==> config.mk <==
export PLATFORM = sky130hd
export DESIGN_NAME = periph_top
export DESIGN_NICKNAME = d
export VERILOG_FILES = /design/src/logic/periph_pkg.sv /design/src/logic/gpio_regs.sv /design/src/logic/periph_top.sv /design/src/logic/uart_regs.sv /design/src/logic/uart_tx.sv
export SDC_FILE = /design/constraint.sdc
export NUM_CORES = 1
export LEC_CHECK = 0
export BUFFER_PORTS_ARGS = -buffer_cell sky130_fd_sc_hd__buf_2
export CAP_MARGIN = 25
export CORE_ASPECT_RATIO = 0.75
export CORE_MARGIN = 8
export CORE_UTILIZATION = 25
export DETAILED_ROUTE_END_ITERATION = 8
export GPL_TIMING_DRIVEN = 1
export SKIP_LAST_GASP = 1
export SLEW_MARGIN = 20
export SYNTH_ARGS = -nofsm -noshare
export SYNTH_HDL_FRONTEND = slang
export SYNTH_SLANG_ARGS = --single-unit
==> constraint.sdc <==
create_clock -name i_mclk -period 5 [get_ports i_mclk]
set_clock_uncertainty 0.2 [all_clocks]
set_input_delay 0 -clock i_mclk [delete_from_list [all_inputs] [get_ports i_mclk]]
set_output_delay 0 -clock i_mclk [all_outputs]
set_load 0.05 [all_outputs]
==> src/logic/periph_pkg.sv <==
`default_nettype none

package periph_pkg;

    // ------------------------------------------------
    // Peripheral bus
    // ------------------------------------------------
    localparam int PER_AW = 14;                     // Word address width
    localparam int PER_DW = 16;                     // Data width
    localparam int PER_BW = 2;                      // One enable per byte lane

    typedef logic [PER_AW-1:0] addr_t;
    typedef logic [PER_DW-1:0] data_t;
    typedef logic [PER_BW-1:0] we_t;
    typedef logic [7:0]        byte_t;              // Port or character

    // ------------------------------------------------
    // Address map
    // ------------------------------------------------
    // GPIO block, one byte lane per port
    localparam addr_t GPIO_BASE    = 14'h0010;
    localparam addr_t GPIO_IN_OFS  = 14'd0;         // Read only, pin state
    localparam addr_t GPIO_OUT_OFS = 14'd1;         // Output latches
    localparam addr_t GPIO_DIR_OFS = 14'd2;         // 1 = output

    // UART transmitter block
    localparam addr_t UART_BASE     = 14'h0018;
    localparam addr_t UART_PRER_OFS = 14'd0;        // Bit period minus one
    localparam addr_t UART_TXD_OFS  = 14'd1;        // Low byte sent
    localparam addr_t UART_STAT_OFS = 14'd2;        // Busy and done

    localparam int STAT_BUSY_BIT = 0;
    localparam int STAT_DONE_BIT = 1;               // Sticky, write 1 clears

    // ------------------------------------------------
    // UART frame and misc
    // ------------------------------------------------
    localparam int UART_FRAME_BITS = 10;            // Start, 8 data, stop
    localparam int UART_CNT_W      = $clog2(UART_FRAME_BITS);

    localparam int SYNC_STAGES = 2;                 // Input synchronizer depth

endpackage

`default_nettype wire

==> src/logic/gpio_regs.sv <==
`timescale 1ns/1ps
`default_nettype none

module gpio_regs (
    input  wire                         i_mclk,
    input  wire                         i_rst,
    input  wire periph_pkg::addr_t      i_per_addr,
    input  wire periph_pkg::data_t      i_per_din,
    input  wire                         i_per_en,
    input  wire periph_pkg::we_t        i_per_we,
    input  wire periph_pkg::byte_t      i_port0_in,
    input  wire periph_pkg::byte_t      i_port1_in,
    output periph_pkg::data_t           o_per_dout,
    output periph_pkg::byte_t           o_port0_dir,
    output periph_pkg::byte_t           o_port0_out,
    output periph_pkg::byte_t           o_port1_dir,
    output periph_pkg::byte_t           o_port1_out
);

    // Port p lives in byte lane p
    logic [periph_pkg::PER_BW-1:0][7:0] dir_q;      // Direction latches
    logic [periph_pkg::PER_BW-1:0][7:0] out_q;      // Output latches
    logic [periph_pkg::PER_BW-1:0][7:0] pins_in;    // Raw pin inputs
    logic [periph_pkg::PER_BW-1:0][7:0] pin_val;    // Value seen on read

    logic [periph_pkg::SYNC_STAGES-1:0][periph_pkg::PER_BW-1:0][7:0] sync_q;

    logic sel_in;
    logic sel_out;
    logic sel_dir;
    logic wr_en;
    logic rd_en;

    // ------------------------------------------------
    // Address decode
    // ------------------------------------------------
    assign sel_in  = i_per_addr == periph_pkg::addr_t'(periph_pkg::GPIO_BASE
                                                       + periph_pkg::GPIO_IN_OFS);
    assign sel_out = i_per_addr == periph_pkg::addr_t'(periph_pkg::GPIO_BASE
                                                       + periph_pkg::GPIO_OUT_OFS);
    assign sel_dir = i_per_addr == periph_pkg::addr_t'(periph_pkg::GPIO_BASE
                                                       + periph_pkg::GPIO_DIR_OFS);

    assign wr_en = i_per_en && (|i_per_we);         // Any lane enabled
    assign rd_en = i_per_en && !(|i_per_we);

    // ------------------------------------------------
    // Direction and output latches
    // ------------------------------------------------
    always_ff @(posedge i_mclk) begin
        if (i_rst) begin
            dir_q <= '0;                            // All pins input
            out_q <= '0;
        end else if (wr_en) begin
            for (int p = 0; p < periph_pkg::PER_BW; p++) begin
                if (i_per_we[p] && sel_out) begin
                    out_q[p] <= i_per_din[p*8 +: 8];
                end
                if (i_per_we[p] && sel_dir) begin
                    dir_q[p] <= i_per_din[p*8 +: 8];
                end
            end
        end
    end

    // Input synchronizer, oldest stage on top
    assign pins_in = {i_port1_in, i_port0_in};

    always_ff @(posedge i_mclk) begin
        sync_q <= {sync_q[periph_pkg::SYNC_STAGES-2:0], pins_in};
    end

    // Latch for output pins, synchronized pin otherwise
    assign pin_val = (dir_q & out_q) | (~dir_q & sync_q[periph_pkg::SYNC_STAGES-1]);

    // ------------------------------------------------
    // Read data
    // ------------------------------------------------
    always_comb begin
        o_per_dout = '0;                            // Quiet when not addressed
        if (rd_en) begin
            if (sel_in) begin
                o_per_dout = pin_val;
            end else if (sel_out) begin
                o_per_dout = out_q;
            end else if (sel_dir) begin
                o_per_dout = dir_q;
            end
        end
    end

    assign o_port0_dir = dir_q[0];
    assign o_port0_out = out_q[0];
    assign o_port1_dir = dir_q[1];
    assign o_port1_out = out_q[1];

    // Shared OR bus needs silence outside the GPIO window
    a_dout_quiet : assert property (@(posedge i_mclk) disable iff (i_rst)
        !(i_per_en && (sel_in || sel_out || sel_dir)) |-> o_per_dout == '0);

endmodule

`default_nettype wire

==> src/logic/periph_top.sv <==
`timescale 1ns/1ps
`default_nettype none

module periph_top (
    input  wire                         i_mclk,
    input  wire                         i_rst,

    // Peripheral bus
    input  wire periph_pkg::addr_t      i_per_addr,
    input  wire periph_pkg::data_t      i_per_din,
    input  wire                         i_per_en,
    input  wire periph_pkg::we_t        i_per_we,
    output periph_pkg::data_t           o_per_dout,

    // GPIO pins, pads outside
    input  wire periph_pkg::byte_t      i_port0_in,
    input  wire periph_pkg::byte_t      i_port1_in,
    output periph_pkg::byte_t           o_port0_dir,
    output periph_pkg::byte_t           o_port0_out,
    output periph_pkg::byte_t           o_port1_dir,
    output periph_pkg::byte_t           o_port1_out,

    output logic                        o_uart_txd
);

    periph_pkg::data_t per_dout_gpio;
    periph_pkg::data_t per_dout_uart;

    logic              uart_start;
    periph_pkg::byte_t uart_txbyte;
    periph_pkg::data_t uart_prer;
    logic              uart_busy;
    logic              uart_done;

    // ------------------------------------------------
    // GPIO
    // ------------------------------------------------
    gpio_regs m_gpio_regs0 (
        .i_mclk      (i_mclk),
        .i_rst       (i_rst),
        .i_per_addr  (i_per_addr),
        .i_per_din   (i_per_din),
        .i_per_en    (i_per_en),
        .i_per_we    (i_per_we),
        .i_port0_in  (i_port0_in),
        .i_port1_in  (i_port1_in),
        .o_per_dout  (per_dout_gpio),
        .o_port0_dir (o_port0_dir),         // 1 = output
        .o_port0_out (o_port0_out),
        .o_port1_dir (o_port1_dir),         // 1 = output
        .o_port1_out (o_port1_out)
    );

    // ------------------------------------------------
    // UART transmitter
    // ------------------------------------------------
    uart_regs m_uart_regs0 (
        .i_mclk      (i_mclk),
        .i_rst       (i_rst),
        .i_per_addr  (i_per_addr),
        .i_per_din   (i_per_din),
        .i_per_en    (i_per_en),
        .i_per_we    (i_per_we),
        .i_busy      (uart_busy),
        .i_done      (uart_done),
        .o_per_dout  (per_dout_uart),
        .o_start     (uart_start),          // Only while idle
        .o_txbyte    (uart_txbyte),
        .o_prer      (uart_prer)
    );

    uart_tx m_uart_tx0 (
        .i_mclk      (i_mclk),
        .i_rst       (i_rst),
        .i_start     (uart_start),
        .i_txbyte    (uart_txbyte),
        .i_prer      (uart_prer),
        .o_busy      (uart_busy),
        .o_done      (uart_done),           // Sets sticky flag
        .o_txd       (o_uart_txd)
    );

    // Slave read data, each zero when not addressed
    assign o_per_dout = per_dout_gpio | per_dout_uart;

endmodule

`default_nettype wire

==> src/logic/uart_regs.sv <==
`timescale 1ns/1ps
`default_nettype none

module uart_regs (
    input  wire                         i_mclk,
    input  wire                         i_rst,
    input  wire periph_pkg::addr_t      i_per_addr,
    input  wire periph_pkg::data_t      i_per_din,
    input  wire                         i_per_en,
    input  wire periph_pkg::we_t        i_per_we,
    input  wire                         i_busy,     // Serializer running
    input  wire                         i_done,     // End of stop bit
    output periph_pkg::data_t           o_per_dout,
    output logic                        o_start,
    output periph_pkg::byte_t           o_txbyte,
    output periph_pkg::data_t           o_prer
);

    periph_pkg::data_t prer_q;                      // Bit period minus one
    periph_pkg::byte_t txd_q;                       // Accepted character
    periph_pkg::data_t stat_word;

    logic start_q;                                  // One cycle after accept
    logic done_q;                                   // Sticky frame done
    logic busy_rd;

    logic sel_prer;
    logic sel_txd;
    logic sel_stat;
    logic wr_en;
    logic rd_en;
    logic accept;
    logic done_clr;

    // ------------------------------------------------
    // Address decode
    // ------------------------------------------------
    assign sel_prer = i_per_addr == periph_pkg::addr_t'(periph_pkg::UART_BASE
                                                        + periph_pkg::UART_PRER_OFS);
    assign sel_txd  = i_per_addr == periph_pkg::addr_t'(periph_pkg::UART_BASE
                                                        + periph_pkg::UART_TXD_OFS);
    assign sel_stat = i_per_addr == periph_pkg::addr_t'(periph_pkg::UART_BASE
                                                        + periph_pkg::UART_STAT_OFS);

    assign wr_en = i_per_en && (|i_per_we);
    assign rd_en = i_per_en && !(|i_per_we);

    // Pending start counts as busy so a back-to-back write is dropped
    assign accept   = wr_en && sel_txd && i_per_we[0] && !i_busy && !start_q;
    assign done_clr = wr_en && sel_stat && i_per_we[0]
                      && i_per_din[periph_pkg::STAT_DONE_BIT];

    // ------------------------------------------------
    // Control registers
    // ------------------------------------------------
    always_ff @(posedge i_mclk) begin
        if (i_rst) begin
            prer_q  <= '0;
            start_q <= 1'b0;
            done_q  <= 1'b0;
        end else begin
            start_q <= accept;                      // Single-cycle pulse
            for (int b = 0; b < periph_pkg::PER_BW; b++) begin
                if (wr_en && sel_prer && i_per_we[b]) begin
                    prer_q[b*8 +: 8] <= i_per_din[b*8 +: 8];
                end
            end
            if (i_done) begin
                done_q <= 1'b1;                     // New event beats clear
            end else if (done_clr) begin
                done_q <= 1'b0;
            end
        end
    end

    always_ff @(posedge i_mclk) begin
        if (accept) begin
            txd_q <= i_per_din[7:0];                // Writes during busy lost
        end
    end

    // ------------------------------------------------
    // Read data
    // ------------------------------------------------
    assign busy_rd = i_busy || start_q;

    always_comb begin
        stat_word = '0;
        stat_word[periph_pkg::STAT_BUSY_BIT] = busy_rd;
        stat_word[periph_pkg::STAT_DONE_BIT] = done_q;
    end

    always_comb begin
        o_per_dout = '0;
        if (rd_en) begin
            if (sel_prer) begin
                o_per_dout = prer_q;
            end else if (sel_txd) begin
                o_per_dout = {8'h00, txd_q};        // Character in low byte
            end else if (sel_stat) begin
                o_per_dout = stat_word;
            end
        end
    end

    assign o_start  = start_q;
    assign o_txbyte = txd_q;
    assign o_prer   = prer_q;

    // Start must never reach a running serializer
    a_no_start_busy : assert property (@(posedge i_mclk) disable iff (i_rst)
        !(o_start && i_busy));

endmodule

`default_nettype wire

==> src/logic/uart_tx.sv <==
`timescale 1ns/1ps
`default_nettype none

module uart_tx (
    input  wire                         i_mclk,
    input  wire                         i_rst,
    input  wire                         i_start,    // One-cycle kick
    input  wire periph_pkg::byte_t      i_txbyte,
    input  wire periph_pkg::data_t      i_prer,
    output logic                        o_busy,
    output logic                        o_done,
    output logic                        o_txd
);

    localparam int SHIFT_W = periph_pkg::UART_FRAME_BITS - 1;

    // Payload, latched at start
    logic [SHIFT_W-1:0]  shift_q;                   // Data then stop bit
    periph_pkg::data_t   prer_q;

    // Control
    logic                busy_q;
    logic                txd_q;
    periph_pkg::data_t   baud_q;                    // Cycles left in bit
    logic [periph_pkg::UART_CNT_W-1:0] bit_q;       // Bit index in frame

    logic                launch;
    logic                bit_end;
    logic                last_bit;

    // ------------------------------------------------
    // Bit timing
    // ------------------------------------------------
    assign launch   = i_start && !busy_q;
    assign bit_end  = busy_q && (baud_q == '0);
    assign last_bit = bit_q == periph_pkg::UART_CNT_W'(periph_pkg::UART_FRAME_BITS - 1);

    always_ff @(posedge i_mclk) begin
        if (i_rst) begin
            busy_q <= 1'b0;
            txd_q  <= 1'b1;                         // Line idles high
            baud_q <= '0;
            bit_q  <= '0;
        end else if (launch) begin
            busy_q <= 1'b1;
            txd_q  <= 1'b0;                         // Start bit
            baud_q <= i_prer;
            bit_q  <= '0;
        end else if (bit_end) begin
            if (last_bit) begin
                busy_q <= 1'b0;                     // Stop bit finished
                txd_q  <= 1'b1;
            end else begin
                txd_q  <= shift_q[0];               // LSB first
                bit_q  <= bit_q + 1'b1;
                baud_q <= prer_q;                   // Reload period
            end
        end else if (busy_q) begin
            baud_q <= baud_q - 1'b1;
        end
    end

    // ------------------------------------------------
    // Shift register
    // ------------------------------------------------
    always_ff @(posedge i_mclk) begin
        if (launch) begin
            shift_q <= {1'b1, i_txbyte};            // Stop bit on top
            prer_q  <= i_prer;
        end else if (bit_end) begin
            shift_q <= {1'b1, shift_q[SHIFT_W-1:1]};
        end
    end

    // Pulse in last cycle of stop bit
    assign o_done = bit_end && last_bit;
    assign o_busy = busy_q;
    assign o_txd  = txd_q;

    // Idle line must sit at mark level
    a_idle_high : assert property (@(posedge i_mclk) disable iff (i_rst)
        !o_busy |-> o_txd);

endmodule

`default_nettype wire

==> flow_metrics.env, run 1 <==
export IMPL_synthTopCellsByCount="sky130_fd_sc_hd__dfxtp_1 (104), sky130_fd_sc_hd__nor2_1 (71), sky130_fd_sc_hd__mux2i_1 (57)"
export IMPL_timing_max_cap_violations=0
export IMPL_synth_most_common_cell="sky130_fd_sc_hd__dfxtp_1"
export IMPL_global_route_wire_length_before_repair_mm=27.4
export IMPL_worst_endpoint_required_ns=4.80
export IMPL_clk_pin_slew_ns=0.06
export IMPL_clk_latency_ns=0.42
export IMPL_finish_net_count=767
export IMPL_critPathCaptureType="primary output"
export IMPL_number_of_distinct_library_cells_after_synthesis=59
export IMPL_num_rows=48
export IMPL_bufs_on_longest_clock_path=2
export IMPL_critPathLaunchType="input pin"
export IMPL_first_global_vias=4987
export IMPL_final_period_minus_worst_setup_slack_ns=3.09
export IMPL_final_setup_viol_count=0
export IMPL_routabilityCongestion=0.764
export IMPL_syn_mean_instance_area_um2=10.1
export IMPL_antenna_violating_nets_post_route=0
export IMPL_yosys_warnings=0
export IMPL_timing_max_slew_rel_slack=0.345
export IMPL_number_of_drc_violations_after_detailed_routing_iteration_0=309
export IMPL_htree_num_levels=4
export IMPL_antenna_found_initial=0
export IMPL_outcome="complete, no violations"
export IMPL_grt_max_degree=58
export IMPL_finalSetupTns_ns=0
export IMPL_synth_cell_area_um2=5720
export IMPL_synth_top_cells_by_area="sky130_fd_sc_hd__dfxtp_1 (36%), sky130_fd_sc_hd__edfxtp_1 (17%), sky130_fd_sc_hd__mux2i_1 (10%)"
export IMPL_die_y_um=147
export IMPL_yosys_register_bits=136
export IMPL_critical_path_top_cell_by_count="sky130_fd_sc_hd__buf_2"
export IMPL_cp_num_buf_inv=3
export IMPL_reg2reg_depth=8
export IMPL_period_share=0.619
export IMPL_synth_net_count=622
export IMPL_critical_path_top_delay_family="simple AND/OR/NAND/NOR gates"
export IMPL_tritoncts="yes"
export IMPL_first_pass_iters=4
export IMPL_number_of_endpoints_with_negative_hold_slack_in_the_final_report=0
export IMPL_ir_drop_mv=0.235
export IMPL_critical_r2r_launch="m_uart_tx0.baud_q[0]"
export IMPL_numCtsBuffers=17
export IMPL_post_route_drc_count=0
export IMPL_path_depth=8
export IMPL_worst_endpoint_arrival_ns=2.89
export IMPL_post_cts_buffers=0
export IMPL_crit_chain="dlygate4sd3_1 -> buf_2 -> nor2b_1 -> nand4_1 -> nor2_1 -> nand2_1 -> a21oi_1 -> buf_2"
export IMPL_cell_with_the_largest_stage_delay_on_the_worst_path="sky130_fd_sc_hd__nor2_1"
export IMPL_cts_root_buf="sky130_fd_sc_hd__clkbuf_16"
export IMPL_number_of_enable_flip_flop_cells_after_synthesis=32
export IMPL_unrepaired_setup_endpoints_after_global_routing="false"
export IMPL_top_reg_cell_synth="sky130_fd_sc_hd__dfxtp_1"
export IMPL_insertedDiodeCount=0
export IMPL_portBuffers=99
export IMPL_dpl_instance_area_um2=6530
export IMPL_area_growth_from_synthesis_to_layout_pct=32.6
export IMPL_design_area_um2=7590
export IMPL_reg_to_reg_endpoint="m_uart_tx0.baud_q[11]"
export IMPL_initial_core_util=0.251
export IMPL_endpoint="o_per_dout[13]"
export IMPL_num_vias=4847
export IMPL_critical_path_max_fanout=12
export IMPL_report_final_slew_viol_count=0
export IMPL_p_leak_nw=2.83
export IMPL_synth_area_leader_cell="sky130_fd_sc_hd__dfxtp_1"
export IMPL_cp_slowest_stage_delay_ns=0.86
export IMPL_synth_seq_area_share=0.532
export IMPL_cts_sinks=136
export IMPL_fmax_mhz=323
export IMPL_core_area_um2=22800
export IMPL_vias_per_cell=4.72
export IMPL_globalRouteOverflowTotal=0
export IMPL_die_footprint_um2=28000
export IMPL_groute_usage_overall=0.122
export IMPL_ys_async_sr_fraction=0
export IMPL_reg2reg_setup_slack_ns=1.98
export IMPL_layout_drive_gt1_share=0.213
export IMPL_synthCells=568
export IMPL_critical_path_class="input pin to primary output"
export IMPL_dp_hpwl_mm=11.5
export IMPL_worst_hold_path_type="input pin to register"
export IMPL_yosys_area_top_type_share=0.364
export IMPL_chipWidth_um=191
export IMPL_route_detailed_wl_per_inst_um=16.0
export IMPL_wirelength_routed_mm=16.4
export IMPL_ios=100
export IMPL_crit_path_start="i_per_addr[0]"
export IMPL_power_density_nw_per_um2=321
export IMPL_least_margin_pin_slew_ns=0.977
-- worst register-to-register path, stage by stage (launching register included) --
cell                      delay, ns
sky130_fd_sc_hd__dfxtp_1       0.42
sky130_fd_sc_hd__inv_1         0.07
sky130_fd_sc_hd__ha_1          0.22
sky130_fd_sc_hd__or3b_1        0.28
sky130_fd_sc_hd__and4b_1       0.36
sky130_fd_sc_hd__a31oi_1       0.57
sky130_fd_sc_hd__buf_4         0.30
sky130_fd_sc_hd__nand2_1       0.09
sky130_fd_sc_hd__o41ai_1       0.39
-- metal layers --
metal,wire length (um),global-route usage
met1,8140,0.164
met2,7040,0.180
met5,0,0
met4,176,0.0337
met3,1020,0.0445
-- timing repair --
item,4_1_cts,5_1_grt
hold buffers,49,0
resized for setup,0,0
endpoints found under the setup margin,0,0
endpoints found under the hold margin,78,0
-- stage by stage --
| stage | setup WS (ns) | std cells | hold WS, ns | utilization | total power [mW] |
|---|---|---|---|---|---|
| CTS | 1.93 | 1026 | 0.00467 | 0.334 | 2.46 |
| global route | 1.63 | 1026 | 0.0116 | 0.334 | 2.52 |
| finish | 1.91 | 1026 | 0.0188 | 0.334 | 2.44 |
| detailed placement | 1.97 | 945 | -0.0964 | 0.287 | 1.23 |
| global placement | 2.14 | 945 | -0.0973 | 0.287 | 1.23 |
| floorplan | 2.49 | 568 | -0.172 | - | 1.19 |
-- state kept, by name, summed over array words and instances, names as in the netlist --
register,cells
m_gpio_regs0.sync_q,32
m_uart_regs0.o_prer,16
m_uart_tx0.baud_q,16
m_uart_tx0.prer_q,16
m_gpio_regs0.o_port0_dir,8
m_gpio_regs0.o_port0_out,8
m_gpio_regs0.o_port1_dir,8
m_gpio_regs0.o_port1_out,8
m_uart_regs0.o_txbyte,8
m_uart_tx0.shift_q,8
m_uart_tx0.bit_q,4
m_uart_regs0.done_q,1
m_uart_regs0.o_start,1
m_uart_tx0.o_busy,1
m_uart_tx0.o_txd,1
-- cell families after synthesis --
kind of cell               share of synthesized area
and+or+nand+nor                                0.173
DFF                                            0.532
AOI/OAI and AO/OA                              0.148
muxes                                         0.0997
buffers and inverters                         0.0275
xor gates and xnor gates                      0.0138
adders and majority gates                    0.00656
-- placed cells by master (no fill, tap or decap), drive strengths merged, types with 5 or more instances in the layout --
cell and n:
nor4 8, clkinv 8, nand3 8, o21ai 38, a32oi 5, nor3 16, clkbuf 19, edfxtp 32
buf 107, nand4 5, a21oi 38, dlygate4sd3 49, nand2 53, dfxtp 104, nor2 71, o211ai 7
a22oi 8, a31oi 7, inv 11, mux2i 57, o22a 7, xnor2 5
-- worst min path at each step --
stage,startpoint,endpoint,slack (ns),cells after the start
2_1_floorplan,i_port0_in[0],m_gpio_regs0.sync_q[0],-0.17,0
3_3_place_gp,i_port0_in[0],m_gpio_regs0.sync_q[0],-0.1,1
3_5_place_dp,i_port0_in[2],m_gpio_regs0.sync_q[2],-0.1,1
4_1_cts,i_port0_in[6],m_gpio_regs0.sync_q[6],0.005,2
5_1_grt,i_port0_in[4],m_gpio_regs0.sync_q[4],0.01,2
6_report,i_port0_in[6],m_gpio_regs0.sync_q[6],0.02,2
-- where the power goes --
part | total, mW | leakage [nW] | internal [mW] | switching [mW]
Sequential | 1.14 | 1.08 | 1.13 | 0.00360
Clock | 1.21 | 0.285 | 0.715 | 0.492
Combinational | 0.0951 | 1.46 | 0.0474 | 0.0477
-- area by class of cell --
type / instances / area [um2]
tap: 300 / 375
timing repair buffer: 156 / 1050
multi-input combinational: 394 / 2520
sequential: 136 / 3040
inverter: 8 / 30.0
clock buffer: 19 / 453
clock inverter: 13 / 121
fill: 2274 / 15200
Power figures use the tool's default switching activity.
==> run 2: changes to the inputs <==
--- a/config.mk
+++ b/config.mk
@@ -5,6 +5,7 @@
 export SDC_FILE = /design/constraint.sdc
 export NUM_CORES = 1
 export LEC_CHECK = 0
+export ABC_AREA = 1
 export BUFFER_PORTS_ARGS = -buffer_cell sky130_fd_sc_hd__buf_2
 export CAP_MARGIN = 25
 export CORE_ASPECT_RATIO = 0.75
==> constraint.sdc (replaced) <==
create_clock -name i_mclk -period 2.75 [get_ports i_mclk]
set_clock_uncertainty 0.2 [all_clocks]
set_input_delay 0 -clock i_mclk [delete_from_list [all_inputs] [get_ports i_mclk]]
set_output_delay 0 -clock i_mclk [all_outputs]
set_load 0.05 [all_outputs]
==> run 2 against run 1 <==
  * Global-route usage decreased by 0.32 points
  * Register-to-register slack worse by 1.4 ns
  * Power up 84%
  * Sequential share of layout area decreased by 1.1 points
  * Clock power increased by 88%
  * First-iteration DRC count fell by 10%
  * Design area increased by 2.8%
==> flow_metrics.env, run 2 <==
export IMPL_chipWidth_um=193
export IMPL_worst_hold_path_type="input pin to register"
export IMPL_yosys_area_share_simple=0.226
export IMPL_critical_path_class="input pin to primary output"
export IMPL_cts_sinks=136
export IMPL_global_route_wire_length_before_repair_mm=27.3
export IMPL_synthCells=744
export IMPL_final_setup_viol_count=0
export IMPL_dp_hpwl_mm=11.8
export IMPL_wirelength_routed_mm=16.5
export IMPL_portBuffers=99
export IMPL_synthTopCellsByCount="sky130_fd_sc_hd__nor2_1 (138), sky130_fd_sc_hd__nand2_1 (120), sky130_fd_sc_hd__dfxtp_1 (104)"
export IMPL_number_of_flip_flops_in_the_largest_register=32
export IMPL_final_setup_worst_slack_ns=0.187
export IMPL_crit_chain="dlygate4sd3_1 -> buf_2 -> nand2_1 -> nor2_1 -> dlygate4sd3_1 -> nand2_1 -> inv_2 -> nand2_1 -> o211ai_1 -> nor2_1 -> nor2_1 -> buf_4"
export IMPL_synth_area_leader_cell="sky130_fd_sc_hd__dfxtp_1"
export IMPL_critical_path_max_fanout=6
export IMPL_globalRouteOverflowTotal=0
export IMPL_final_period_minus_worst_setup_slack_ns=2.56
export IMPL_p_leak_nw=3.21
export IMPL_critical_path_top_delay_family="buffers and inverters"
export IMPL_number_of_drc_violations_after_detailed_routing_iteration_0=277
export IMPL_synth_adder_area_share=0.00638
export IMPL_first_global_vias=5320
export IMPL_groute_usage_overall=0.118
export IMPL_cp_slowest_stage_delay_ns=0.58
export IMPL_area_share_of_xor_xnor_cells_in_the_synthesized_design=0.0119
export IMPL_grt_max_degree=43
export IMPL_synth_seq_area_share=0.517
export IMPL_synth_net_count=798
export IMPL_die_footprint_um2=28700
export IMPL_post_route_drc_count=0
export IMPL_timing_max_cap_violations=0
export IMPL_final_common_cell="sky130_fd_sc_hd__nor2_1"
export IMPL_critPathLaunchType="input pin"
export IMPL_unrepaired_setup_endpoints_after_global_routing="false"
export IMPL_yosys_mux_area_fraction=0
export IMPL_clk_latency_ns=0.42
export IMPL_period_share=0.932
export IMPL_syn_mean_instance_area_um2=7.91
export IMPL_cts_root_buf="sky130_fd_sc_hd__clkbuf_16"
export IMPL_yosys_register_bits=136
export IMPL_area_of_the_multi_input_gates_um2=2380
export IMPL_ir_drop_mv=0.422
export IMPL_bufs_on_longest_clock_path=2
export IMPL_least_margin_pin_slew_ns=0.904
export IMPL_antenna_violating_nets_post_route=0
export IMPL_worst_endpoint_arrival_ns=2.36
export IMPL_route_detailed_wl_per_inst_um=13.7
export IMPL_initial_core_util=0.255
export IMPL_cell_with_the_largest_stage_delay_on_the_worst_path="sky130_fd_sc_hd__dlygate4sd3_1"
export IMPL_insertedDiodeCount=0
export IMPL_cp_num_buf_inv=5
export IMPL_post_cts_buffers=0
export IMPL_worst_endpoint_required_ns=2.55
export IMPL_power_density_nw_per_um2=576
export IMPL_yosys_area_top_type_share=0.354
export IMPL_synth_most_common_cell="sky130_fd_sc_hd__nor2_1"
export IMPL_num_vias=5313
export IMPL_critPathCaptureType="primary output"
export IMPL_tritoncts="yes"
export IMPL_number_of_distinct_library_cells_after_synthesis=34
export IMPL_finish_net_count=949
export IMPL_seq_area_um2=3040
export IMPL_outcome="complete, no violations"
export IMPL_combinational_family_with_the_most_area_after_synthesis="simple AND/OR/NAND/NOR gates"
export IMPL_finalSetupTns_ns=0
export IMPL_clk_pin_slew_ns=0.06
export IMPL_number_of_endpoints_with_negative_hold_slack_in_the_final_report=0
export IMPL_num_rows=48
export IMPL_place_ws_ns=0.440
export IMPL_fmax_mhz=390
export IMPL_vias_per_cell=4.40
export IMPL_routabilityCongestion=0.839
export IMPL_synth_cell_area_um2=5880
export IMPL_core_area_um2=23100
export IMPL_timing_max_slew_rel_slack=0.397
export IMPL_ios=100
export IMPL_top_reg_cell_synth="sky130_fd_sc_hd__dfxtp_1"
export IMPL_ys_async_sr_fraction=0
export IMPL_area_growth_from_synthesis_to_layout_pct=32.7
export IMPL_registers_top_by_ff_count="m_gpio_regs0.sync_q"
export IMPL_layout_drive_gt1_share=0.187
export IMPL_yosys_warnings=0
export IMPL_mostFrequentLayoutCells="sky130_fd_sc_hd__nor2_1 (137), sky130_fd_sc_hd__nand2_1 (119), sky130_fd_sc_hd__dfxtp_1 (104), sky130_fd_sc_hd__buf_2 (93), sky130_fd_sc_hd__inv_1 (84)"
export IMPL_antenna_found_initial=0
export IMPL_synth_compound_area_frac=0.159
export IMPL_number_of_enable_flip_flop_cells_after_synthesis=32
export IMPL_final_layout_fill_cell_count=2432
export IMPL_numCtsBuffers=17
export IMPL_report_final_slew_viol_count=0
export IMPL_htree_num_levels=4
export IMPL_die_y_um=149
export IMPL_synth_top_cells_by_area="sky130_fd_sc_hd__dfxtp_1 (35%), sky130_fd_sc_hd__edfxtp_1 (16%), sky130_fd_sc_hd__nor2_1 (8.8%)"
export IMPL_first_pass_iters=5
==> run 2: metal layers <==
layer	GRT usage	vias up	share of wire
met1	0.159	2388	0.48
met4	0.0414	0	0.017
met3	0.0339	26	0.062
met5	0	-	0
met2	0.179	147	0.44
li1	-	2752	-
==> run 2: final timing paths <==
path,from,to,slack (ns),cells after the start
worst max-delay path,i_per_addr[0],o_per_dout[4],0.19,12
worst min-delay path,i_port1_in[5],m_gpio_regs0.sync_q[13],0.02,2
worst max register to register,m_uart_tx0.baud_q[0],m_uart_tx0.baud_q[2],0.59,11
worst min register to register,m_gpio_regs0.sync_q[5],m_gpio_regs0.sync_q[21],0.13,0
==> run 2: what timing repair did <==
action,in CTS,in global routing
hold endpoints to repair,82,0
hold buffers,50,0
resized for setup,0,13
endpoints found under the setup margin,0,8
==> run 2: cell families after synthesis <==
family	count (synthesis)
flip-flops	136
AO/OA/AOI/OAI	164
buffers and inverters	117
adder cells (fa/ha/maj)	3
XOR/XNOR	8
AND/OR/NAND/NOR	316
==> run 2: cell type report <==
cell class,instances,area share
Timing Repair Buffer,157,0.137
Multi-Input combinational cell,491,0.305
Tap cell,300,0.0481
Sequential cell,136,0.390
Inverter,92,0.0442
Clock buffer,17,0.0545
Clock inverter,15,0.0215
==> run 2: report_power, final <==
part | internal, mW | switching (mW)
registers | 2.06 | 0.00576
clock network | 1.35 | 0.921
logic | 0.0831 | 0.0736
total | 3.50 | 1.00
==> run 2: metrics by stage <==
step	hold slack, ns	utilization	instances	power [mW]	instance area [um2]
floorplan	-0.172	-	744	2.15	5880
global placement	-0.0979	0.290	1126	2.21	6700
detailed placement	-0.0964	0.290	1126	2.21	6700
CTS	0.00110	0.338	1208	4.54	7790
global route	0.00346	0.338	1208	4.64	7810
finish	0.0204	0.338	1208	4.50	7810
==> run 3: changes to the inputs <==
==> constraint.sdc (replaced) <==
create_clock -name i_mclk -period 2.75 [get_ports i_mclk]
set_clock_uncertainty 0.2 [all_clocks]
set_input_delay 0.825 -clock i_mclk [delete_from_list [all_inputs] [get_ports i_mclk]]
set_output_delay 0.825 -clock i_mclk [all_outputs]
set_load 0.05 [all_outputs]
==> run 3 against run 2 <==
  * The flow now finishes with violations (negative setup slack)
  * Via count rose by 1.1%
  * Critical endpoint is now o_per_dout[7]
  * First-iteration DRC count rose by 28%
  * Die area did not move
  * Combinational power is 15% lower
  * Register-to-register slack got worse by 0.06 ns
  * Worst setup slack lost 0.72 ns
  * Sequential cell count unchanged
  * Clock power rose by 12%
  * Sequential power about the same
  * Largest power group unchanged
==> flow_metrics.env, run 3 (synthesized netlist as in run 2, its figures left out) <==
export IMPL_outcome="finished with violations"
export IMPL_failed_checks="negative setup slack"
export IMPL_cp_slowest_stage_delay_ns=0.18
export IMPL_ir_drop_mv=0.454
export IMPL_cts_root_buf="sky130_fd_sc_hd__clkbuf_16"
export IMPL_worst_endpoint_required_ns=1.73
export IMPL_critical_path_max_fanout=6
export IMPL_reg2reg_depth=11
export IMPL_final_cell_count_no_fill=1186
export IMPL_p_int_mw=3.81
export IMPL_worst_endpoint_arrival_ns=2.26
export IMPL_first_global_vias=5286
export IMPL_core_area_um2=23100
export IMPL_p_sw_frac=0.199
export IMPL_critical_path_class="input pin to primary output"
export IMPL_groute_usage_overall=0.121
export IMPL_clock_power_share=0.537
export IMPL_insertedDiodeCount=0
export IMPL_area_growth_from_synthesis_to_layout_pct=42.9
export IMPL_critPathCaptureType="primary output"
export IMPL_first_pass_iters=6
export IMPL_clk_pin_slew_ns=0.06
export IMPL_critPathLaunchType="input pin"
export IMPL_period_share=1.19
export IMPL_die_y_um=149
export IMPL_layout_drive_gt1_share=0.313
export IMPL_ios=100
export IMPL_unrepaired_setup_endpoints_after_global_routing="true"
export IMPL_timing_max_cap_violations=0
export IMPL_dpl_instance_area_um2=7040
export IMPL_post_route_drc_count=0
export IMPL_portBuffers=99
export IMPL_cp_num_buf_inv=4
export IMPL_wirelength_routed_mm=17.8
export IMPL_final_setup_viol_count=16
export IMPL_clk_latency_ns=0.42
export IMPL_p_leak_nw=3.37
export IMPL_endpoint="o_per_dout[7]"
export IMPL_fmax_mhz=305
export IMPL_htree_num_levels=4
export IMPL_reg_to_reg_endpoint="m_uart_tx0.baud_q[3]"
export IMPL_chipWidth_um=193
export IMPL_numCtsBuffers=17
export IMPL_cts_stage_hold_buffer_count=0
export IMPL_final_common_cell="sky130_fd_sc_hd__nand2_1"
export IMPL_net_switching_power_mw=0.947
export IMPL_critical_path_top_cell_by_count="sky130_fd_sc_hd__nor2_4"
export IMPL_least_margin_pin_slew_ns=0.420
export IMPL_num_vias=5369
export IMPL_dp_hpwl_mm=11.9
export IMPL_power_density_nw_per_um2=565
export IMPL_antenna_found_initial=0
export IMPL_hold_slack_ns=0.125
export IMPL_num_rows=48
export IMPL_number_of_endpoints_with_negative_hold_slack_in_the_final_report=0
export IMPL_comb_power_share=0.028
export IMPL_finish_net_count=927
export IMPL_critical_r2r_launch="m_uart_tx0.baud_q[0]"
export IMPL_grt_max_degree=31
export IMPL_placed_cells_incl_taps=1145
export IMPL_antenna_violating_nets_post_route=0
export IMPL_final_setup_worst_slack_ns=-0.533
export IMPL_cts_sinks=136
export IMPL_crit_path_start="i_per_addr[6]"
export IMPL_bufs_on_longest_clock_path=2
export IMPL_crit_chain="buf_6 -> nor2_4 -> nand4_1 -> nor2_4 -> buf_8 -> nand2_8 -> buf_12 -> o22ai_4 -> nor2_2 -> nor2_4 -> buf_8"
export IMPL_report_final_slew_viol_count=0
export IMPL_number_of_flip_flops_in_the_largest_register=32
export IMPL_critical_path_top_delay_family="simple AND/OR/NAND/NOR gates"
export IMPL_mostFrequentLayoutCells="sky130_fd_sc_hd__nand2_1 (105), sky130_fd_sc_hd__dfxtp_1 (104), sky130_fd_sc_hd__nor2_1 (102), sky130_fd_sc_hd__inv_1 (82), sky130_fd_sc_hd__buf_2 (81)"
export IMPL_initial_core_util=0.255
export IMPL_cell_with_the_largest_stage_delay_on_the_worst_path="sky130_fd_sc_hd__nor2_4"
export IMPL_routabilityCongestion=0.818
export IMPL_final_period_minus_worst_setup_slack_ns=3.28
export IMPL_path_depth=11
export IMPL_reg2reg_setup_slack_ns=0.53
export IMPL_number_of_drc_violations_after_detailed_routing_iteration_0=355
export IMPL_design_area_um2=8410
export IMPL_tritoncts="yes"
export IMPL_worst_hold_path_type="register to register"
export IMPL_globalRouteOverflowTotal=0
export IMPL_pwr_share_seq=0.435
export IMPL_timing_max_slew_rel_slack=0.719
export IMPL_vias_per_cell=4.53
export IMPL_die_footprint_um2=28700
export IMPL_global_route_wire_length_before_repair_mm=27.8
export IMPL_route_detailed_wl_per_inst_um=15.0
export IMPL_registers_top_by_ff_count="m_gpio_regs0.sync_q"
==> run 3: cell types whose count changed in the layout (fill, tap and decap cells not counted), sizes merged <==
cell         change
bufinv           +1
nand2            +1
buf             +27
clkinv           -2
clkinvlp         -2
inv              -4
clkbuf           +7
dlygate4sd3     -50
==> run 3: worst min-delay path by stage <==
stage | cells after the start | endpoint | start
6_report | 0 | m_gpio_regs0.sync_q[22] | m_gpio_regs0.sync_q[6]
5_1_grt | 0 | m_gpio_regs0.sync_q[24] | m_gpio_regs0.sync_q[8]
4_1_cts | 0 | m_gpio_regs0.sync_q[31] | m_gpio_regs0.sync_q[15]
3_5_place_dp | 0 | m_gpio_regs0.sync_q[25] | m_gpio_regs0.sync_q[9]
3_3_place_gp | 0 | m_gpio_regs0.sync_q[17] | m_gpio_regs0.sync_q[1]
2_1_floorplan | 0 | m_gpio_regs0.sync_q[16] | m_gpio_regs0.sync_q[0]
==> run 3: layout make-up <==
| cell class | instances | area (um2) |
|---|---|---|
| clock buffer | 24 | 557 |
| timing repair buffer | 134 | 1080 |
| inverter | 92 | 350 |
| sequential | 136 | 3040 |
| clock inverter | 8 | 124 |
| tap | 300 | 375 |
| multi-input combinational | 492 | 2880 |
| fill | 2366 | 14700 |
==> run 3: power by group through the flow <==
stage	sequential [mW]	clock (mW)	combinational, mW
6_report	2.07	2.55	0.133
5_1_grt	2.07	2.68	0.145
4_1_cts	2.07	2.58	0.127
3_5_place_dp	2.11	0	0.117
3_3_place_gp	2.11	0	0.115
2_1_floorplan	2.11	0	0.0476
==> run 3: metal layers <==
layer,vias to the layer above,GRT usage,wire [um]
met3,27,0.0353,1050
met1,2468,0.158,8290
met5,-,0,0
met4,0,0.0483,342
li1,2705,-,-
met2,169,0.187,8080
==> run 3: metrics by stage <==
stage | worst slack (ns) | TNS [ns] | total power, mW | util
after floorplan | -0.372 | -4.89 | 2.16 | -
after global placement | -0.682 | -10.43 | 2.23 | 0.305
after detailed placement | -0.712 | -10.79 | 2.23 | 0.305
after CTS | -0.521 | -7.51 | 4.78 | 0.352
after global routing | -0.607 | -9.26 | 4.89 | 0.365
final | -0.533 | -8.09 | 4.75 | 0.365
==> run 3: repair_timing <==
item | in CTS | in global routing
pin swaps | 33 | 34
setup endpoints to repair | 16 | 16
buffers inserted | 3 | 2
resized for setup | 101 | 51
cloned | 2 | 2
